--- src/source/core_pkg.sv ---
package core_pkg;

    ////////////////////////////////////////////////////////////////////////////
    // Instruction word layout
    ////////////////////////////////////////////////////////////////////////////

    localparam int INSTR_W    = 16;
    localparam int OPCODE_W   = 4;
    localparam int REG_IDX_W  = 3;
    localparam int IMM_W      = 6;
    localparam int NUM_REGS   = 2 ** REG_IDX_W;   // Eight architectural registers

    localparam int OPCODE_LSB = 12;                // Bits 15..12
    localparam int RD_LSB     = 9;                 // Bits 11..9
    localparam int RS1_LSB    = 6;                 // Bits 8..6
    localparam int RS2_LSB    = 3;                 // Bits 5..3 shared with imm6
    localparam int IMM_LSB    = 0;                 // Bits 5..0

    ////////////////////////////////////////////////////////////////////////////
    // Types
    ////////////////////////////////////////////////////////////////////////////

    typedef logic [REG_IDX_W-1:0] reg_idx_t;

    // Codes 8 to 15 are not assigned and decode as a nop
    typedef enum logic [OPCODE_W-1:0] {
        op_nop  = 4'h0,
        op_add  = 4'h1,
        op_sub  = 4'h2,
        op_and  = 4'h3,
        op_or   = 4'h4,
        op_xor  = 4'h5,
        op_addi = 4'h6,   // rs1 plus sign-extended imm6
        op_li   = 4'h7    // Sign-extended imm6 only
    } opcode_t;

endpackage

--- src/source/trace_pkg.sv ---
package trace_pkg;

    ////////////////////////////////////////////////////////////////////////////
    // Pipeline timing seen by the retire tracer
    ////////////////////////////////////////////////////////////////////////////

    // Edges from accept to retire without stall
    // decode, execute and result each add one
    localparam int PIPE_DEPTH = 3;

    // Smallest power of two that holds a full pipeline of entries
    localparam int MIN_QUEUE_DEPTH = 2 ** $clog2(PIPE_DEPTH);

endpackage

--- src/source/instr_decode.sv ---
module instr_decode
    import core_pkg::*;
(
    input  logic               clk,
    input  logic               rst,
    input  logic               instr_valid,
    input  logic [INSTR_W-1:0] instr,
    input  logic               stall,
    input  logic               flush,
    output logic               accept,
    output logic               dec_valid,
    output opcode_t            dec_op,
    output reg_idx_t           dec_rd,
    output reg_idx_t           rs1_addr,
    output reg_idx_t           rs2_addr,
    output logic [IMM_W-1:0]   dec_imm,
    output logic               dec_use_imm
);

    logic [OPCODE_W-1:0] op_bits;      // Raw opcode field
    opcode_t             op_legal;     // Unassigned codes folded to nop
    logic                use_imm;

    ////////////////////////////////////////////////////////////////////////////
    // Field extraction
    ////////////////////////////////////////////////////////////////////////////

    assign op_bits = instr[OPCODE_LSB +: OPCODE_W];

    always_comb begin
        case (op_bits)
            op_add, op_sub, op_and, op_or, op_xor, op_addi, op_li: begin
                op_legal = opcode_t'(op_bits);
            end
            default: begin
                op_legal = op_nop;             // Reserved codes
            end
        endcase
    end

    // Second operand comes from imm6 instead of rs2
    assign use_imm = (op_legal == op_addi) || (op_legal == op_li);

    // No new work enters while the pipe is frozen or being cleared
    assign accept = instr_valid && !stall && !flush;

    ////////////////////////////////////////////////////////////////////////////
    // Decode stage register
    ////////////////////////////////////////////////////////////////////////////

    always_ff @(posedge clk or posedge rst) begin
        if (rst) begin
            dec_valid <= 1'b0;
        end else if (flush) begin
            dec_valid <= 1'b0;                 // Kill decode slot
        end else if (!stall) begin
            dec_valid <= instr_valid;          // Bubble when nothing offered
        end
    end

    always_ff @(posedge clk) begin
        if (accept) begin
            dec_op      <= op_legal;
            dec_rd      <= instr[RD_LSB +: REG_IDX_W];
            rs1_addr    <= instr[RS1_LSB +: REG_IDX_W];
            rs2_addr    <= instr[RS2_LSB +: REG_IDX_W];
            dec_imm     <= instr[IMM_LSB +: IMM_W];
            dec_use_imm <= use_imm;
        end
    end

endmodule

--- src/source/alu_execute.sv ---
module alu_execute
    import core_pkg::*;
#(
    parameter int DATA_W = 16
) (
    input  logic              clk,
    input  logic              rst,
    input  logic              stall,
    input  logic              flush,
    input  logic              dec_valid,
    input  opcode_t           dec_op,
    input  reg_idx_t          dec_rd,
    input  logic [IMM_W-1:0]  dec_imm,
    input  logic              dec_use_imm,
    input  logic [DATA_W-1:0] rs1_data,     // Already forwarded
    input  logic [DATA_W-1:0] rs2_data,     // Already forwarded
    output logic              ex_valid,
    output reg_idx_t          ex_rd,
    output logic [DATA_W-1:0] ex_data
);

    logic [DATA_W-1:0] imm_ext;
    logic [DATA_W-1:0] opnd_b;
    logic [DATA_W-1:0] alu_res;
    reg_idx_t          rd_next;

    ////////////////////////////////////////////////////////////////////////////
    // Operand select and ALU
    ////////////////////////////////////////////////////////////////////////////

    assign imm_ext = {{(DATA_W-IMM_W){dec_imm[IMM_W-1]}}, dec_imm};
    assign opnd_b  = dec_use_imm ? imm_ext : rs2_data;

    // All arithmetic wraps at DATA_W
    always_comb begin
        alu_res = '0;
        rd_next = dec_rd;
        case (dec_op)
            op_add, op_addi: alu_res = rs1_data + opnd_b;
            op_sub:          alu_res = rs1_data - opnd_b;
            op_and:          alu_res = rs1_data & opnd_b;
            op_or:           alu_res = rs1_data | opnd_b;
            op_xor:          alu_res = rs1_data ^ opnd_b;
            op_li:           alu_res = opnd_b;     // Immediate path selected
            default: begin
                alu_res = '0;                      // Nop writes zero to r0
                rd_next = '0;
            end
        endcase
    end

    ////////////////////////////////////////////////////////////////////////////
    // Execute stage register
    ////////////////////////////////////////////////////////////////////////////

    always_ff @(posedge clk or posedge rst) begin
        if (rst) begin
            ex_valid <= 1'b0;
        end else if (flush) begin
            ex_valid <= 1'b0;                      // Kill execute slot
        end else if (!stall) begin
            ex_valid <= dec_valid;
        end
    end

    always_ff @(posedge clk) begin
        if (!stall && !flush) begin
            ex_rd   <= rd_next;
            ex_data <= alu_res;
        end
    end

endmodule

--- src/source/result_writeback.sv ---
module result_writeback
    import core_pkg::*;
#(
    parameter int DATA_W = 16
) (
    input  logic              clk,
    input  logic              rst,
    input  logic              stall,
    input  logic              flush,
    input  logic              ex_valid,
    input  reg_idx_t          ex_rd,
    input  logic [DATA_W-1:0] ex_data,
    input  reg_idx_t          rs1_addr,
    input  reg_idx_t          rs2_addr,
    output logic [DATA_W-1:0] rs1_data,
    output logic [DATA_W-1:0] rs2_data,
    output logic              retire_now,    // Write enable this cycle
    output logic              retire_valid,
    output reg_idx_t          retire_rd,
    output logic [DATA_W-1:0] retire_data
);

    logic [DATA_W-1:0] regs [NUM_REGS];

    // Result stage commits unless frozen or killed
    assign retire_now = ex_valid && !stall && !flush;

    ////////////////////////////////////////////////////////////////////////////
    // Register file with bypass of the pending write
    ////////////////////////////////////////////////////////////////////////////

    always_ff @(posedge clk or posedge rst) begin
        if (rst) begin
            for (int i = 0; i < NUM_REGS; i++) begin
                regs[i] <= '0;
            end
        end else if (retire_now && (ex_rd != '0)) begin
            regs[ex_rd] <= ex_data;                // r0 never written
        end
    end

    assign rs1_data = (rs1_addr == '0)                    ? '0      :
                      (ex_valid && (ex_rd == rs1_addr))   ? ex_data :
                                                            regs[rs1_addr];

    assign rs2_data = (rs2_addr == '0)                    ? '0      :
                      (ex_valid && (ex_rd == rs2_addr))   ? ex_data :
                                                            regs[rs2_addr];

    ////////////////////////////////////////////////////////////////////////////
    // Retire report
    ////////////////////////////////////////////////////////////////////////////

    always_ff @(posedge clk or posedge rst) begin
        if (rst) begin
            retire_valid <= 1'b0;
        end else begin
            retire_valid <= retire_now;            // Single-cycle pulse
        end
    end

    always_ff @(posedge clk) begin
        if (retire_now) begin
            retire_rd   <= ex_rd;
            retire_data <= ex_data;                // Reported even for r0
        end
    end

endmodule

--- src/source/pipeline_trace.sv ---
module pipeline_trace
    import trace_pkg::*;
#(
    parameter int CYCLE_W     = 16,
    parameter int SEQ_W       = 8,
    parameter int TRACE_DEPTH = 4
) (
    input  logic               clk,
    input  logic               rst,
    input  logic               accept,
    input  logic               retire_now,     // Pop the oldest entry
    input  logic               flush,
    output logic               trace_valid,
    output logic [SEQ_W-1:0]   trace_seq,
    output logic [CYCLE_W-1:0] trace_issue_cycle,
    output logic [CYCLE_W-1:0] trace_latency
);

    // Never smaller than what the pipeline can hold in flight
    localparam int Q_DEPTH = (TRACE_DEPTH < PIPE_DEPTH) ? MIN_QUEUE_DEPTH : TRACE_DEPTH;
    localparam int PTR_W   = $clog2(Q_DEPTH);

    logic [SEQ_W-1:0]   seq_mem [Q_DEPTH];     // Sequence number per entry
    logic [CYCLE_W-1:0] cyc_mem [Q_DEPTH];     // Accept cycle per entry

    logic [PTR_W-1:0]   head_ptr;
    logic [PTR_W-1:0]   tail_ptr;
    logic [CYCLE_W-1:0] cycle_cnt;
    logic [SEQ_W-1:0]   next_seq;
    logic [CYCLE_W-1:0] retire_cycle;

    ////////////////////////////////////////////////////////////////////////////
    // Free-running cycle and sequence counters
    ////////////////////////////////////////////////////////////////////////////

    always_ff @(posedge clk or posedge rst) begin
        if (rst) begin
            cycle_cnt <= '0;
            next_seq  <= '0;
        end else begin
            cycle_cnt <= cycle_cnt + 1'b1;     // Counts through stalls
            if (accept) begin
                next_seq <= next_seq + 1'b1;   // Wraps at SEQ_W
            end
        end
    end

    // The trace record shows up in the cycle after the retire edge
    assign retire_cycle = cycle_cnt + 1'b1;

    ////////////////////////////////////////////////////////////////////////////
    // In-flight queue
    ////////////////////////////////////////////////////////////////////////////

    always_ff @(posedge clk or posedge rst) begin
        if (rst) begin
            head_ptr <= '0;
            tail_ptr <= '0;
        end else if (flush) begin
            head_ptr <= tail_ptr;              // Everything queued is killed
        end else begin
            if (accept) begin
                tail_ptr <= tail_ptr + 1'b1;
            end
            if (retire_now) begin
                head_ptr <= head_ptr + 1'b1;
            end
        end
    end

    always_ff @(posedge clk) begin
        if (accept) begin
            seq_mem[tail_ptr] <= next_seq;
            cyc_mem[tail_ptr] <= cycle_cnt;
        end
    end

    ////////////////////////////////////////////////////////////////////////////
    // Trace record
    ////////////////////////////////////////////////////////////////////////////

    always_ff @(posedge clk or posedge rst) begin
        if (rst) begin
            trace_valid <= 1'b0;
        end else begin
            trace_valid <= retire_now;         // Lines up with retire_valid
        end
    end

    always_ff @(posedge clk) begin
        if (retire_now) begin
            trace_seq         <= seq_mem[head_ptr];
            trace_issue_cycle <= cyc_mem[head_ptr];
            trace_latency     <= retire_cycle - cyc_mem[head_ptr];
        end
    end

endmodule

--- src/source/pipe_core_top.sv ---
module pipe_core_top
    import core_pkg::*;
#(
    parameter int DATA_W      = 16,
    parameter int CYCLE_W     = 16,
    parameter int SEQ_W       = 8,
    parameter int TRACE_DEPTH = 4
) (
    input  logic               clk,
    input  logic               rst,
    input  logic               instr_valid,
    input  logic [INSTR_W-1:0] instr,
    input  logic               stall,
    input  logic               flush,
    output logic               retire_valid,
    output reg_idx_t           retire_rd,
    output logic [DATA_W-1:0]  retire_data,
    output logic               trace_valid,
    output logic [SEQ_W-1:0]   trace_seq,
    output logic [CYCLE_W-1:0] trace_issue_cycle,
    output logic [CYCLE_W-1:0] trace_latency
);

    // Decode stage
    logic              accept;
    logic              dec_valid;
    opcode_t           dec_op;
    reg_idx_t          dec_rd;
    reg_idx_t          rs1_addr;
    reg_idx_t          rs2_addr;
    logic [IMM_W-1:0]  dec_imm;
    logic              dec_use_imm;

    // Execute stage and operand reads
    logic [DATA_W-1:0] rs1_data;
    logic [DATA_W-1:0] rs2_data;
    logic              ex_valid;
    reg_idx_t          ex_rd;
    logic [DATA_W-1:0] ex_data;
    logic              retire_now;

    instr_decode u_decode (
        .clk, .rst, .instr_valid, .instr, .stall, .flush,
        .accept, .dec_valid, .dec_op, .dec_rd, .rs1_addr, .rs2_addr,
        .dec_imm, .dec_use_imm
    );

    alu_execute #(.DATA_W(DATA_W)) u_execute (
        .clk, .rst, .stall, .flush, .dec_valid, .dec_op, .dec_rd,
        .dec_imm, .dec_use_imm, .rs1_data, .rs2_data,
        .ex_valid, .ex_rd, .ex_data
    );

    result_writeback #(.DATA_W(DATA_W)) u_result (
        .clk, .rst, .stall, .flush, .ex_valid, .ex_rd, .ex_data,
        .rs1_addr, .rs2_addr, .rs1_data, .rs2_data,
        .retire_now, .retire_valid, .retire_rd, .retire_data
    );

    pipeline_trace #(
        .CYCLE_W    (CYCLE_W),
        .SEQ_W      (SEQ_W),
        .TRACE_DEPTH(TRACE_DEPTH)
    ) u_trace (
        .clk, .rst, .accept, .retire_now, .flush,
        .trace_valid, .trace_seq, .trace_issue_cycle, .trace_latency
    );

endmodule

--- config.mk ---
export PLATFORM = sky130hd
export DESIGN_NAME = pipe_core_top
export DESIGN_NICKNAME = d
export VERILOG_FILES = /design/src/source/core_pkg.sv /design/src/source/trace_pkg.sv /design/src/source/instr_decode.sv /design/src/source/alu_execute.sv /design/src/source/result_writeback.sv /design/src/source/pipeline_trace.sv /design/src/source/pipe_core_top.sv
export SDC_FILE = /design/constraint.sdc
export NUM_CORES = 1
export LEC_CHECK = 0
export ABC_AREA = 1
export BUFFER_PORTS_ARGS = -buffer_cell sky130_fd_sc_hd__buf_2
export CORE_MARGIN = 1
export CORE_UTILIZATION = 55
export DETAILED_ROUTE_END_ITERATION = 7
export GPL_ROUTABILITY_DRIVEN = 1
export GPL_TIMING_DRIVEN = 0
export PLACE_DENSITY_LB_ADDON = 0.2
export SETUP_SLACK_MARGIN = 0.2
export SLEW_MARGIN = 20
export SYNTH_ARGS = -nofsm -noshare
export SYNTH_HDL_FRONTEND = slang
export SYNTH_SLANG_ARGS = --single-unit
export TNS_END_PERCENT = 100
--- constraint.sdc ---
create_clock -name clk -period 11.13 [get_ports clk]
set_input_delay 2.226 -clock clk [delete_from_list [all_inputs] [get_ports clk]]
set_output_delay 2.226 -clock clk [all_outputs]
set_load 0.005 [all_outputs]
* After elaboration in Yosys (flattened, before gate mapping) *
Memories as Yosys holds them, arrays and structs flattened. A register that Yosys moved wholly into a read port is not among the register bits.
Cells that the tools add are included.

cells by class
  add/sub/neg operators = 7
  order comparisons = 4
  equality and inequality tests = 19
  muxes and demuxes = 24
  bitwise operators = 7
  reduce and logical (&&, ||, !) cells = 20

operators by type and width
  kind                                                                           number
  16-bit 2-to-1 mux                                                              10
  128-bit bitwise mux                                                            1
  16-bit binary-select mux with 3-bit select                                     2
  16-bit one-hot mux with 6 select lines                                         1
  16-bit demux with 3-bit select                                                 1
  4-bit by 3-bit equality test with 1-bit output (second input constant)         10
  16-bit subtractor                                                              2
  16-bit by 1-bit adder with 16-bit output (second input constant)               1
  16-bit adder                                                                   1
  16-bit AND                                                                     1
  4-bit by 2-bit equality test with 1-bit output (second input constant)         4
  16-bit bitwise OR                                                              1
  16-bit bitwise XOR                                                             1
  7-bit OR reduction                                                             2
  4-bit greater-or-equal comparator (second input constant)                      3
  3-bit NOT with 4-bit output                                                    3
  1-bit logical AND                                                              9
  8-bit by 1-bit adder with 8-bit output (second input constant)                 1
  4-bit by 1-bit equality test with 1-bit output (second input constant)         2
  3-bit equality test                                                            2
  3-bit zero test                                                                2
  1-bit 2-to-1 mux                                                               6
  2-bit by 1-bit adder with 2-bit output (second input constant)                 2
  4-bit by 1-bit less-than comparator with 1-bit output (second input constant)  1
  other kinds (10)                                                               12

storage, ports and cells
  register bits = 249
  bits in writable memories = 96
  input bits = 21
  output and inout port bits = 61
  word-level logic and storage cells = 110
  memories kept = 2

memories
  memory           words  bits a word  rd ports  clocked after memory_dff  wr ports  line                  source
  u_trace.cyc_mem  4      16           1         0                         1         pipeline_trace.sv:24  logic [CYCLE_W-1:0] cyc_mem [Q_DEPTH];
  u_trace.seq_mem  4      8            1         1                         1         pipeline_trace.sv:23  logic [SEQ_W-1:0] seq_mem [Q_DEPTH];

* Logic depth before layout (Yosys ltp) *
Gate-level depths: netlist (run 1).

  depth in word-level cells = 9
  gate-level depth with buffers = 30
  mapped depth without buffers = 28

* Modules after synthesis *
From an unflattened synthesis (run 1), not the netlist that was laid out.

second synthesis, totals
  cell total of the unflattened synthesis = 2236
  area total of the unflattened synthesis = 19010.7 sq um

modules (own cells, without submodules)
  module            times used  cells each  area an instance (sq um)  sequential area each (sq um)
  result_writeback  1           1167        8124.0                    3798.6
  pipeline_trace    1           582         7144.4                    4809.6
  alu_execute       1           447         3104.2                    595.6
  instr_decode      1           40          638.1                     535.5

* Worst setup path after synthesis (run 1) *
Ideal clock, no wire load.

  kind = input port to flip-flop
  start point = in flush
  end point = reg u_result.regs[106] (netlist name)
  setup time = 131 ps
  data arrival time = 7101 ps
  data required time = 10999 ps
  slack = 3897 ps
  stages on the path = 7
  buffers on the path = 1
  cell sequence = nor2_1 -> inv_1 -> nor2_1 -> nand4_1 -> clkbuf_1 -> nand2_1 -> o21ai_0

on the way
  longest elaborated chain between the ends = 3

ends and longest elaborated chain
  what                             line                    source
  from (decl)                      pipe_core_top.sv:14     input logic flush,
  1-bit zero test                  result_writeback.sv:26  assign retire_now = ex_valid && !stall && !flush;
  1-bit logical AND                result_writeback.sv:26
  via retire_now                   pipe_core_top.sv:40     logic retire_now;
  1-bit logical AND                result_writeback.sv:37  end else if (retire_now && (ex_rd != '0)) begin
  to (signal, indexed assignment)  result_writeback.sv:38  regs[ex_rd] <= ex_data;
  to (decl)                        result_writeback.sv:23  logic [DATA_W-1:0] regs [NUM_REGS];

The timed path passes the listed nets, and every way through them passes these cells.
A chain may end at the register's enable or synchronous reset.

* Final worst setup path (run 1) *
  start point = in flush
  end point = reg u_result.regs[68] (netlist name)

Same word-level chain as after synthesis.

==> results_dict.tcl, run 1 <==
set metrics [dict create \
    clkSinkCount 350 \
    swShare_pct 31.3 \
    n_antenna_cell 0 \
    skew_ps 17.2 \
    core_um2 32500 \
    ys_ff_latch 350 \
    firstDrtPassIters 8 \
    synth_area_per_cell_um2 8.98 \
    cp.required_ps 11520 \
    critPathKind "in -> reg" \
    endpoint_kind "flip-flop" \
    violations "DRC" \
    syn_area_um2 18100 \
    p_seq_share_pct 43.1 \
    ant_nets 0 \
    hold_path_depth 1 \
    die_y_um 184 \
    cp.arrival_ps 5520 \
    setup_viol 0 \
    synth_cells 2019 \
    clkLatencyLatePin_ps 550 \
    clk_pin_slew_ps 60 \
    grt_max_degree 90 \
    p_comb_share_pct 21.6 \
    reg2reg_from "u_decode.rs1_addr[0]$_DFFE_PP_" \
    p_clk_share_pct 35.3 \
    place.gp.congestion 0.999 \
    port_buffers 81 \
    ir_worst_vdd_uv 132 \
    synthAdderAreaFrac_pct 4.99 \
    cts_hold_buf 0 \
    cts.root.buffer_cell "clkbuf_16" \
    drtIter0Drc 2183 \
    holdPathEnd "u_result.regs[112]$_DFFE_PP0P_" \
    yosys-top-cells-area "edfxtp_1 (32%), dfrtp_1 (22%), nand2_1 (10%), nand3_1 (4.9%), ha_1 (4.8%)" \
    r2r_cells 17 \
    cts_max_path_buffers 3 \
    ys_types 53 \
    post_cts_resized 0 \
    synth_warnings 0 \
    synth_top_area_share_pct 31.7 \
    hold_violations 0 \
    synth_flop_cell "edfxtp_1" \
    syn_nets 2111 \
    post-route-period-util_pct 46.1 \
    synthArstFlopShare_pct 45.4 \
    grt-busiest-layer "met2" \
    cts_made_buffers 38 \
    vias_per_cell 6.04 \
    tns_ps 0 \
    dieArea_um2 33700 \
    hold_class "reg -> reg" \
    overflow 0 \
    drv_cap 0 \
    layout_setup_ws_ps 6000 \
    grt_pass1_vias 15000 \
    initial_core_util_pct 55.8 \
    antenna_found_initial 1 \
    rsz0062_at_grt "false" \
    p_leak_uw 0.00893 \
    cts_setup_buffers 0 \
    cp_max_fo 22 \
    preCtsSetupSlack_ps 5590 \
    p_int_uw 2450 \
    synth_xor_area_share_pct 2.27 \
    route.detailed.drc 1 \
    n_fill_cell 2685 \
    grt_pass1_wl_mm 84.6 \
    wl_per_cell_um 21.2 \
    fin_crit_ps 5130 \
    fmax_ghz 0.195 \
    dpl.hpwl_mm 38.0 \
    worstMarginPinSlew_ps 1090 \
    switchingPower_uw 1120 \
    synthMuxAreaShare_pct 0 \
    vias 15800 \
    met2_usage_pct 49.6 \
    nets 2239 \
    outcome "finished, violations left" \
    synth_compound_area_share_pct 12.5 \
    gr-usage-met1_pct 46.2 \
    relSlewSlack_pct 26.7 \
    final_layout_size_suffix_gt1_share_pct 9.55 \
    cts_tree "done" \
    fp.dieW_um 184 \
    synth_top_family_by_area "simple AND/OR/NAND/NOR gates" \
    timing.hold.ws_ps 465 \
    groute.layer.met3.usage_pct 8.04 \
    synth_edf_count 191 \
    track_usage_pct 33.3 \
    wl_mm 55.6 \
    cts_max_level 2 \
    rr_endpoint "u_execute.ex_data[13]$_SDFFCE_PN0P_" \
    synth_area_leader_cell "edfxtp_1" \
    startpoint_type "input port" \
    area_growth_pct 13.5 \
    yosys.area_share.simple_pct 20.4 \
    hp-start "u_result.regs[112]$_DFFE_PP0P_" \
    core.rowCount 66 \
    pin_count 82 \
    drv_slew 0 \
    ys_seq_area_share_pct 53.6 \
    r2r_slack_ps 6310 \
    powerDensity_nw_per_um2 173 \
]
-- how the worst max path moves through the flow --
| stage | from | cells past startpoint | slack, ps | end |
|---|---|---|---|---|
| after global placement | flush | 8 | 850 | u_result.regs[13]$_DFFE_PP0P_ |
| after floorplan | flush | 7 | 3900 | u_result.regs[106]$_DFFE_PP0P_ |
| after CTS | flush | 8 | 6140 | u_result.regs[68]$_DFFE_PP0P_ |
| after global routing | flush | 8 | 5880 | u_result.regs[44]$_DFFE_PP0P_ |
| final | flush | 8 | 6000 | u_result.regs[68]$_DFFE_PP0P_ |
| after detailed placement | flush | 8 | 5590 | u_result.regs[68]$_DFFE_PP0P_ |
-- routing by layer --
| layer | share of wire [%] | wire (um) |
|---|---|---|
| met5 | 0 | 0 |
| met2 | 43 | 23900 |
| met1 | 41 | 22700 |
| met4 | 4.5 | 2500 |
| met3 | 12 | 6420 |
-- flip-flops by register name (all words and copies together), names as in the netlist, 4 cells and up --
register and count:
u_trace.next_seq 8, u_trace.cyc_mem 64, u_trace.trace_latency 16, u_decode.dec_imm 5, u_trace.cycle_cnt 16, u_trace.seq_mem 32
u_decode.dec_op 4, u_result.retire_data 16, u_execute.ex_data 16, u_result.regs 128, u_trace.trace_seq 8, u_trace.trace_issue_cycle 16
-- synth_stat cells (4+ instances only) --
library cell	n
a21oi_1	117
a221o_1	5
a221oi_1	13
a22oi_1	10
a31oi_1	4
a32oi_1	15
buf_1	13
buf_2	17
buf_4	5
clkbuf_1	82
dfrtp_1	159
edfxtp_1	191
ha_1	69
inv_1	165
inv_2	9
nand2_1	505
nand3_1	177
nand4_1	9
nor2_1	143
nor3_1	18
nor3b_1	10
o211ai_1	19
o21ai_0	149
o221ai_1	12
o22ai_1	11
xnor2_1	13
xor2_1	34
-- cells in the final DEF, fill, tap and decap left out, drive strengths merged, types with 15 or more instances in the layout --
cell type,instances
a21oi,118
a32oi,15
buf,123
clkbuf,132
dfrtp,159
edfxtp,191
ha,69
inv,177
nand2,508
nand3,179
nor2,145
nor3,20
o211ai,19
o21ai,151
xor2,34
-- power groups by stage --
stage | sequential (uW) | clock, uW | combinational (uW)
floorplan | 1540 | 0 | 524
global placement | 1560 | 0 | 721
detailed placement | 1560 | 0 | 754
CTS | 1530 | 1270 | 760
global route | 1540 | 1320 | 855
finish | 1540 | 1260 | 771
-- logic make-up (layout without fill, tap and decap cells) --
kind of cell    Yosys count  in the layout
simple gates            881            881
compound gates          377            377
flops                   350            350
buf+inv                 292            450
fa+ha+maj                71             71
xor+xnor                 47             47
other cells               1              1
-- worst max-delay path, stage by stage --
cell      delay (ps)
buf_2            140
nor2_4           560
inv_1            200
nor2_4           610
nand2_1          160
nor3_1           640
clkbuf_1         760
a21oi_1          190
-- stage by stage --
stage / instance area (um^2) / total power [uW] / util [%] / cells
5_1_grt: 20600 / 3710 / 63.4 / 2619
3_5_place_dp: 19300 / 2310 / 59.5 / 2549
6_report: 20600 / 3570 / 63.4 / 2619
2_1_floorplan: 18100 / 2070 / - / 2019
3_3_place_gp: 19100 / 2280 / 58.8 / 2542
4_1_cts: 20600 / 3560 / 63.4 / 2619
-- layout make-up --
class / count / area [um^2] / share of cell area, %
plain buffers: 117 / 479 / 2.33
clock buffers: 50 / 1020 / 4.94
clock inverters: 20 / 226 / 1.10
inverters: 175 / 667 / 3.24
multi-input cells: 1377 / 7320 / 35.6
flip-flops and latches: 350 / 9710 / 47.2
well taps: 442 / 553 / 2.69
repair buffers: 88 / 583 / 2.84
Note: power is estimated with default switching activity, not from simulation.
==> inputs of run 2 (changes only) <==
==> constraint.sdc (replaced) <==
create_clock -name clk -period 4.64 [get_ports clk]
set_input_delay 0.928 -clock clk [delete_from_list [all_inputs] [get_ports clk]]
set_output_delay 0.928 -clock clk [all_outputs]
set_load 0.005 [all_outputs]
==> results_dict.tcl, run 2 (synthesis gave the netlist of run 1 again) <==
set metrics [dict create \
    relSlewSlack_pct 14.8 \
    largest_register_ffs 128 \
    dpl.hpwl_mm 38.8 \
    drv_slew 0 \
    top_regs "u_result.regs: 128 flops, u_trace.cyc_mem: 64 flops, u_trace.seq_mem: 32 flops" \
    post-route-period-util_pct 92.0 \
    die_y_um 184 \
    wl_met3_mm 6.17 \
    dieArea_um2 33700 \
    setup_viol 0 \
    core_um2 32500 \
    wl_mm 56.0 \
    powerDensity_nw_per_um2 420 \
    pin_count 82 \
    firstDrtPassIters 7 \
    endpoint_kind "flip-flop" \
    clkSinkCount 350 \
    cp.arrival_ps 4570 \
    worstMarginPinSlew_ps 1270 \
    layout_commonest_cell "nand2_1" \
    clk_pin_slew_ps 70 \
    vias 15700 \
    grt_pass1_vias 15000 \
    layout_setup_ws_ps 371 \
    wl_met1_mm 23.1 \
    final_layout_size_suffix_gt1_share_pct 12.3 \
    overflow 0 \
    area_growth_pct 15.9 \
    crit_chain "inv_2 -> clkbuf_2 -> nand2_1 -> nand3_1 -> nand2_1 -> nand2_2 -> inv_2 -> ha_1 -> nand2_2 -> nor3_2 -> or2_2 -> xor2_1 -> ha_1 -> inv_1 -> nor3_2 -> nand3_1 -> nand3_2 -> nand3_1 -> nand2_2 -> a21oi_1 -> inv_1 -> nand3_1 -> nand3_1 -> nand2_1" \
    ir_worst_vdd_uv 328 \
    drtIter0Drc 1871 \
    cp_slowest_stage_delay_ps 420 \
    crit_path_frequent_cell "nand3_1" \
    nets 2258 \
    drv_cap 0 \
    n_antenna_cell 0 \
    cts_made_buffers 39 \
    vias_per_cell 5.94 \
    antenna_found_initial 0 \
    hold_violations 0 \
    n_fill_cell 2613 \
    cts_max_path_buffers 3 \
    p_leak_uw 0.00923 \
    timing.hold.ws_ps 337 \
    fin_crit_ps 4270 \
    outcome "finished, final reports clean" \
    port_buffers 81 \
    top_register "u_result.regs" \
    skew_ps 23.2 \
    fin_util_pct 64.7 \
    dr_wl_met2_mm 24.4 \
    clkLatencyLatePin_ps 560 \
    fp.dieW_um 184 \
    cp.required_ps 4940 \
    preCtsSetupSlack_ps -7.84 \
    highest_layer "met4" \
    place.gp.congestion 1.01 \
    critPathKind "reg -> reg" \
    cp_max_fo 10 \
    route.detailed.drc 0 \
    wl_per_cell_um 21.2 \
    grt_max_degree 33 \
    grt_pass1_wl_mm 85.2 \
    cts_max_level 2 \
    ant_nets 0 \
    slowest_stage "edfxtp_1" \
    hold_class "in -> async" \
    fmax_ghz 0.234 \
    core.rowCount 66 \
    cts.root.buffer_cell "clkbuf_16" \
    initial_core_util_pct 55.8 \
    final_cell_mix "nand2_1 (502), edfxtp_1 (191), nand3_1 (174)" \
    track_usage_pct 33.6 \
    cts_tree "done" \
    startpoint_type "flip-flop" \
    rsz0062_at_grt "false" \
]
[run 2: path summary, 6_finish.rpt]
| path | start | to | slack [ps] | cells past startpoint |
|---|---|---|---|---|
| worst max-delay path | u_decode.rs2_addr[2]$_DFFE_PP_ | u_execute.ex_data[15]$_SDFFCE_PN0P_ | 370 | 24 |
| min in group clk | u_result.regs[127]$_DFFE_PP0P_ | u_result.regs[127]$_DFFE_PP0P_ | 460 | 1 |
| max in group asynchronous | rst | u_result.regs[65]$_DFFE_PP0P_ | 3410 | 5 |
| worst min-delay path | rst | u_trace.trace_valid$_DFF_PP0_ | 340 | 2 |
| worst max register to register | u_decode.rs2_addr[2]$_DFFE_PP_ | u_execute.ex_data[15]$_SDFFCE_PN0P_ | 370 | 24 |
| worst min register to register | u_result.regs[127]$_DFFE_PP0P_ | u_result.regs[127]$_DFFE_PP0P_ | 460 | 1 |
[run 2: per-layer routing]
| layer | GRT usage [%] | vias up |
|---|---|---|
| li1 | - | 7153 |
| met1 | 47.2 | 7434 |
| met2 | 50.5 | 925 |
| met3 | 7.23 | 166 |
| met4 | 14.2 | 0 |
| met5 | 0 | - |
[run 2: stage by stage]
| stage | total power [uW] | setup TNS, ps | instances | instance area [um^2] |
|---|---|---|---|---|
| after global routing | 9160 | 0 | 2639 | 21000 |
| after floorplan | 4960 | 0 | 2019 | 18100 |
| after detailed placement | 5560 | -7.84 | 2556 | 19400 |
| after CTS | 8780 | 0 | 2628 | 20800 |
| after global placement | 5470 | -238980 | 2542 | 19100 |
| final | 8810 | 0 | 2639 | 21000 |
[run 2: repair_timing]
item                                    in CTS  in global routing
hold buffers                                 0                  0
endpoints found under the setup margin       5                  9
gates resized for setup                     10                 62
buffers inserted                             0                 11
pin swaps                                    0                  3
[run 2: power breakdown]
group / switching [uW] / leakage, uW / internal, uW / total, uW
logic: 1280 / 0.00469 / 612 / 1890
registers: 127 / 0.00387 / 3550 / 3680
clock network: 1300 / 0.000664 / 1940 / 3240
[run 2: area by class of cell]
cell class              count  area [um^2]  area share, %
repair buffers            106          801           3.81
flip-flops and latches    350         9710           46.3
multi-input cells        1377         7380           35.2
plain buffers             117          537           2.56
inverters                 175          666           3.17
well taps                 442          553           2.63
clock inverters            19          258           1.23
clock buffers              53         1090           5.19
[run 2: worst max-delay path: cells and delay by family (launching register included)]
family / cells / cell delay (ps)
AOI/OAI and AO/OA: 1 / 110
xor gates and xnor gates: 1 / 150
adders and majority gates: 2 / 540
buffers and inverters: 5 / 920
DFF: 1 / 420
and+or+nand+nor: 15 / 1870
